`config.mk`:
```
export PLATFORM = sky130hd
export DESIGN_NAME = byte_lane_ram_flat
export DESIGN_NICKNAME = d
export VERILOG_FILES = /design/src/rtl/ram_if.sv /design/src/rtl/byte_lane_ram.sv /design/src/flat_wrapper.sv
export VERILOG_INCLUDE_DIRS = /design/src /design/src/rtl
export SDC_FILE = /design/constraint.sdc
export NUM_CORES = 2
export LEC_CHECK = 0
export BUFFER_PORTS_ARGS = -buffer_cell sky130_fd_sc_hd__buf_2
export CAP_MARGIN = 20
export CORE_ASPECT_RATIO = 0.5
export CORE_UTILIZATION = 55
export CTS_CLUSTER_SIZE = 8
export DETAILED_ROUTE_END_ITERATION = 8
export PLACE_DENSITY_LB_ADDON = 0.1
export SETUP_SLACK_MARGIN = 0.3
export SYNTH_ARGS = -nofsm -noshare
export SYNTH_HDL_FRONTEND = slang
export SYNTH_SLANG_ARGS = --single-unit
```
`constraint.sdc`:
```
create_clock -name clk -period 2.1 [get_ports clk]
set_input_delay 0.105 -clock clk [delete_from_list [all_inputs] [get_ports clk]]
set_output_delay 0.105 -clock clk [all_outputs]
set_load 0.02 [all_outputs]
```
`src/rtl/axi_ram_cfg.svh`:
```
`ifndef AXI_RAM_CFG_SVH
`define AXI_RAM_CFG_SVH

// ----------------------------------------
// bus widths
// ----------------------------------------
`define AXI_ID_W    4
`define AXI_ADDR_W  8               // word address.
`define AXI_DATA_W  32
`define AXI_LEN_W   8
`define AXI_LANES   (`AXI_DATA_W / 8) // also the strobe width.

// ----------------------------------------
// memory
// ----------------------------------------
`define AXI_RAM_DEPTH (1 << `AXI_ADDR_W) // words per lane.

`endif
```
`src/rtl/ram_if.sv`:
```
`timescale 1ns/10ps
`include "axi_ram_cfg.svh"

interface ram_if;

    // read port, data follows the address by one edge.
    logic [`AXI_ADDR_W-1:0] rd_addr;
    logic [7:0]             rd_data;

    // write port.
    logic [`AXI_ADDR_W-1:0] wr_addr;
    logic [7:0]             wr_data;
    logic                   wr_en;

    modport ctrl (
        output rd_addr,
        input  rd_data,
        output wr_addr, wr_data, wr_en
    );

    modport mem (
        input  rd_addr,
        output rd_data,
        input  wr_addr, wr_data, wr_en
    );

endinterface

```
`src/rtl/byte_lane_ram.sv`:
```
`timescale 1ns/10ps
`include "axi_ram_cfg.svh"

module byte_lane_ram (
    input logic clk,
    ram_if.mem  mem
);

    // ----------------------------------------
    // storage
    // ----------------------------------------
    logic [7:0] ram_q [`AXI_RAM_DEPTH];

    // one byte of every word in the memory.
    always_ff @(posedge clk) begin
        if (mem.wr_en) begin
            ram_q[mem.wr_addr] <= mem.wr_data;
        end
    end

    // ----------------------------------------
    // registered read
    // ----------------------------------------
    // a read and a write to the same word on one edge
    // returns the old byte.
    always_ff @(posedge clk) begin
        mem.rd_data <= ram_q[mem.rd_addr];
    end

endmodule

```
`src/flat_wrapper.sv`:
```
// flat-port wrapper written by rule: the top's interface ports become plain ports
module byte_lane_ram_flat 
  (clk, mem_rd_addr, mem_rd_data, mem_wr_addr, mem_wr_data, mem_wr_en);
  ram_if mem_i ();
  input logic clk;
  input wire logic [$bits(mem_i.rd_addr)-1:0] mem_rd_addr;
  output wire logic [$bits(mem_i.rd_data)-1:0] mem_rd_data;
  input wire logic [$bits(mem_i.wr_addr)-1:0] mem_wr_addr;
  input wire logic [$bits(mem_i.wr_data)-1:0] mem_wr_data;
  input wire logic [$bits(mem_i.wr_en)-1:0] mem_wr_en;
  assign mem_i.rd_addr = mem_rd_addr;
  assign mem_rd_data = mem_i.rd_data;
  assign mem_i.wr_addr = mem_wr_addr;
  assign mem_i.wr_data = mem_wr_data;
  assign mem_i.wr_en = mem_wr_en;
  byte_lane_ram u_core (.clk(clk), .mem(mem_i));
endmodule
```
# Word level (Yosys, flattened, before mapping)
# Memory sizes are Yosys's and may differ from the RTL's. A register that Yosys moved wholly into a read port is not among the register bits.
# Index checks and enable logic that the tools add are counted.
# totals
wordCells,3
input_bits,26
n_memories,1
regBits,0
ram_bits,2048
# classes
mux,2
# memory_table
memory,words,width,rd,rd_ports_with_merged_regs,write_ports,line,rtl
u_core.ram_q,256,8,1,1,1,byte_lane_ram.sv:12,logic [7:0] ram_q [`AXI_RAM_DEPTH];
# ops
operator,n
2-to-1 mux 1 bit,2

# Logic depth before layout (Yosys ltp)
# depth
depth_word,2
depth_mapped,13

# Least setup slack after synthesis
# Ideal clock, no wire load.
# synth_timing
kind,input port to flip-flop
from,in mem_rd_addr[0]
to,"reg u_core.mem.rd_data[1], read port of u_core.ram_q"
n_path_buf,5
setup_ns,0.126
arrival_time_ns,1.998
path_stages,10
setup_slack_ns,-0.024
required_ns,1.974
cell_sequence,buf_6 -> buf_12 -> buf_12 -> buf_6 -> buf_6 -> mux4_2 -> a221oi_1 -> o22ai_1 -> a211oi_2 -> nor3_1
# synth_rtl
element,line,rtl
start: declaration,flat_wrapper.sv:6,input wire logic [$bits(mem_i.rd_addr)-1:0] mem_rd_addr;
end: declaration,ram_if.sv:23,"output rd_data,"

==> results by group <==
Status
  • Status: finished with violations
  • Failing checks: setup timing

STA
  • Period utilisation layout: 1.17
  • Fmax: 407 MHz
  • Crit path time final: 2.46 ns
  • Max-slew violation count: 0
  • Setup Skew: 0.0705 ns
  • Worst slew pin tran: 0.907 ns
  • Final worst-path setup slack: -0.359 ns
  • Slew HR: 0.396
  • Final setup vio count: 7
  • RSZ-0062 raised after global routing: true
  • Final Hold Fails: 0

Synthesis
  • Synth top area cells: edfxtp_1 77%, mux4_2 13%, mux2i_1 2.2%, nor2_1 1.4%, o221ai_1 0.61%
  • Netlist cell types: 57
  • Area share of the largest cell type after synthesis: 0.767
  • Top FF cell, synth: edfxtp_1
  • Post-synth EDFFs: 2,048
  • Ys async rst share: 0
  • Yosys top cell by area: edfxtp_1
  • Register area share after synthesis: 0.769
  • Syn Area/Cell: 21.2 um^2
  • Syn Nets: 3,800
  • YS warnings: 0
  • Cell Area, Synth: 80,100 um^2
  • FF+latch count, synth: 2,056
  • Mapped Cells: 3,774

Routing
  • WL per Instance: 32.3 um
  • DRT iter0 DRCs: 5,042
  • Vias: 41,900
  • TritonRoute pass-1 iters: 8
  • Drt drc: 0
  • Number of routed nets with antenna violations: 0
  • Total Wirelength: 211 mm
  • Via density: 6.42

CTS
  • Clk buf depth: 4
  • Setup Fix Bufs, Post-CTS: 0
  • CTS tree: done
  • Root Driver: clkbuf_16
  • Clock transition at path regs: 0.05 ns
  • Worst skew pair latency: 0.86 ns
  • Num CTS Buffers: 298
  • Sink Count: 2,056
  • H-tree depth: 5

Worst setup path
  • Worst Setup End Kind: register
  • WP buf/inv: 1
  • Crit-path max cell delay: 0.51 ns
  • Crit path max fanout: 1
  • WP depth: 7
  • CP Class: reg2reg
  • FF-to-FF path depth: 7
  • Worst EP required: 2.79 ns
  • Type of origin of the critical path: register
  • Crit-path most repeated cell: mux4_2
  • CP arrival: 3.15 ns
  • Slowest-stage cell, CP: mux4_2
  • Crit-path leading delay family: multiplexers
  • Crit-path cells: mux4_2 > mux4_2 > a22o_1 > a211oi_4 > buf_6 > a31oi_1 > and3_1

Final layout
  • Fillers: 9,119
  • Layout Nets: 4,551
  • Finished layout cell area: 96,400 um^2
  • Layout cell share with drive strength beyond 1: 0.364
  • Non-filler cells in the finished layout: 6,527
  • Area grow syn2layout: 20.3%

Global route
  • Largest net degree at the start of global routing: 85
  • M3 GR Usage: 0.0961
  • First-pass GRT wire length: 303 mm
  • Met1 usage: 0.418
  • Vias in the first global route: 42,500
  • Initial antenna violation count: 12
  • Gr ovfl total: 0
  • GRT Max-Usage Layer: met2
  • Gr usage total: 0.291
  • Met2 usage: 0.431

Pwr
  • Worst VDD drop: 0.589 mV
  • Sequential Power Share: 0.490
  • Combinational share of power: 0.057
  • Lkg Pwr: 0.0315 uW
  • Clock share of power: 0.453
  • Switching Power: 19,500 uW
  • Power Internal: 73,200 uW
  • Switching part of the total power: 0.210
  • Power Density: 961 nW/um^2

Floorplanning
  • I/O pin count: 34
  • Die Ht: 272 um
  • Total Die Area: 147,000 um^2
  • Starting density of the core: 0.558
  • Die width: 542 um
  • Std cell rows: 98
  • Core area: 144,000 um^2

Place
  • Placed inst area: 87,900 um^2
  • Final Wtd Congestion: 0.901
  • Buffers added on ports: 33
  • Post-DP HPWL: 137 mm
  • Dpl ws: -1.24 ns
  • Placed insts: 6,166

Min path
  • Min-delay worst type: in2reg
  • Hold depth: 4

Job
  • Max-Cap Viols: 0
-- worst paths after layout --
check | slack, ns | to | from
worst max register to register | -0.36 | u_core.mem.rd_data[3] | u_core.ram_q[194][3]
worst max-delay path | -0.36 | u_core.mem.rd_data[3] | u_core.ram_q[194][3]
worst min-delay path | 0.05 | u_core.ram_q[195][0] | mem_wr_addr[1]
worst min register to register | 0.96 | u_core.mem.rd_data[6] | u_core.ram_q[59][6]
-- flip-flops by register name, indices dropped and copies added, names as in the netlist --
| register | cells |
|---|---|
| u_core.ram_q | 2048 |
| u_core.mem.rd_data | 8 |
-- repair_timing --
action,4_1_cts,5_1_grt
hold buffers,9,0
gates resized for setup,59,28
endpoints found under the setup margin,9,8
pin swaps,15,16
endpoints found under the hold margin,317,0
-- power groups by stage --
| stage | Combinational, uW | Sequential (uW) | Clock, uW |
|---|---|---|---|
| after floorplan | 2390 | 46200 | 0 |
| after CTS | 5190 | 45400 | 42500 |
| after global routing | 5500 | 45400 | 44200 |
| after detailed placement | 5070 | 46200 | 0 |
| after global placement | 5000 | 46200 | 0 |
| final | 5260 | 45400 | 42000 |
-- cell usage in the layout (no fill, tap or decap), types with 6 or more instances in the layout --
cell type,n
a211oi_1,22
a21oi_1,64
a221oi_1,17
a22o_1,26
a22oi_1,22
a31oi_1,14
and3_1,6
buf_12,95
buf_2,21
buf_4,543
clkbuf_1,27
clkbuf_16,306
clkbuf_8,8
dfxtp_1,7
diode_2,6
dlygate4sd3_1,9
edfxtp_1,2048
mux2_2,19
mux2i_1,180
mux4_2,459
nand2_1,49
nand2b_1,12
nand3_1,24
nand3_2,8
nand4_1,9
nor2_1,172
nor2_2,46
nor2_4,73
nor2b_1,25
nor3_1,20
nor3_2,6
nor3_4,6
o21ai_0,18
o221ai_1,56
o22ai_1,43
-- routing by layer --
metal	part of all wire	wire length (um)
met4	0.025	5380
met2	0.46	96100
met3	0.11	24200
met5	0.0016	328
met1	0.40	85000
-- synth_stat cells (2+ instances only) --
library cell / number
mux2_2: 19
nor3b_1: 2
o2bb2ai_1: 3
nand4_1: 9
a2bb2oi_1: 2
a2111oi_0: 4
nor3_1: 31
a311oi_1: 2
or3_1: 5
buf_8: 6
or3b_1: 2
a31oi_1: 14
a22o_1: 26
buf_2: 58
a221oi_1: 21
nor2_1: 291
nor2b_1: 28
buf_6: 23
buf_4: 22
buf_12: 20
buf_1: 11
mux2i_1: 180
and3b_1: 4
and2_1: 3
edfxtp_1: 2048
o22ai_1: 46
a211oi_1: 27
clkbuf_1: 92
nand3_1: 32
dfxtp_1: 8
a21oi_1: 68
o21ai_0: 26
and3_1: 6
a22oi_1: 26
nand2_1: 54
nor4_1: 6
or2_2: 4
mux4_2: 459
nand2b_1: 13
o221ai_1: 56
-- cell type report --
cell class              instances  area [um^2]  share of cell area
multi-input cells            1484        18000               0.186
inverters                       2         7.51           0.0000778
flip-flops and latches       2056        61700               0.639
well taps                    1950         2440              0.0253
clock inverters                13          219             0.00227
diodes                          6         15.0            0.000156
repair buffers                683         6370              0.0660
clock buffers                 333         7760              0.0804
-- worst min-delay path, stage by stage --
cell and delay (ns):
buf_2 0.17, nand3_1 0.21, nor2_1 0.06, buf_4 0.18
-- per-stage QoR --
| step | util | hold WS (ns) | total power, uW | setup TNS [ns] |
|---|---|---|---|---|
| finish | 0.671 | 0.0484 | 92700 | -1.08 |
| global route | 0.671 | 0.0632 | 95100 | -1.47 |
| CTS | 0.670 | 0.0171 | 93100 | -1.13 |
| detailed placement | 0.612 | 0.593 | 51300 | -7.33 |
| global placement | 0.612 | 0.584 | 51200 | -7.28 |
| floorplan | - | 0.204 | 48600 | 0 |
-- cells by family (layout without fill, tap and decap cells) --
group           after synthesis  count (layout)  synth area share
buf+inv                     234            1031            0.0200
simple gates                495             495            0.0274
compound gates              331             331            0.0291
mux                         658             658             0.154
other cells                   0               6                 0
flops                      2056            2056             0.769
(Power assumes the default switching activity.)
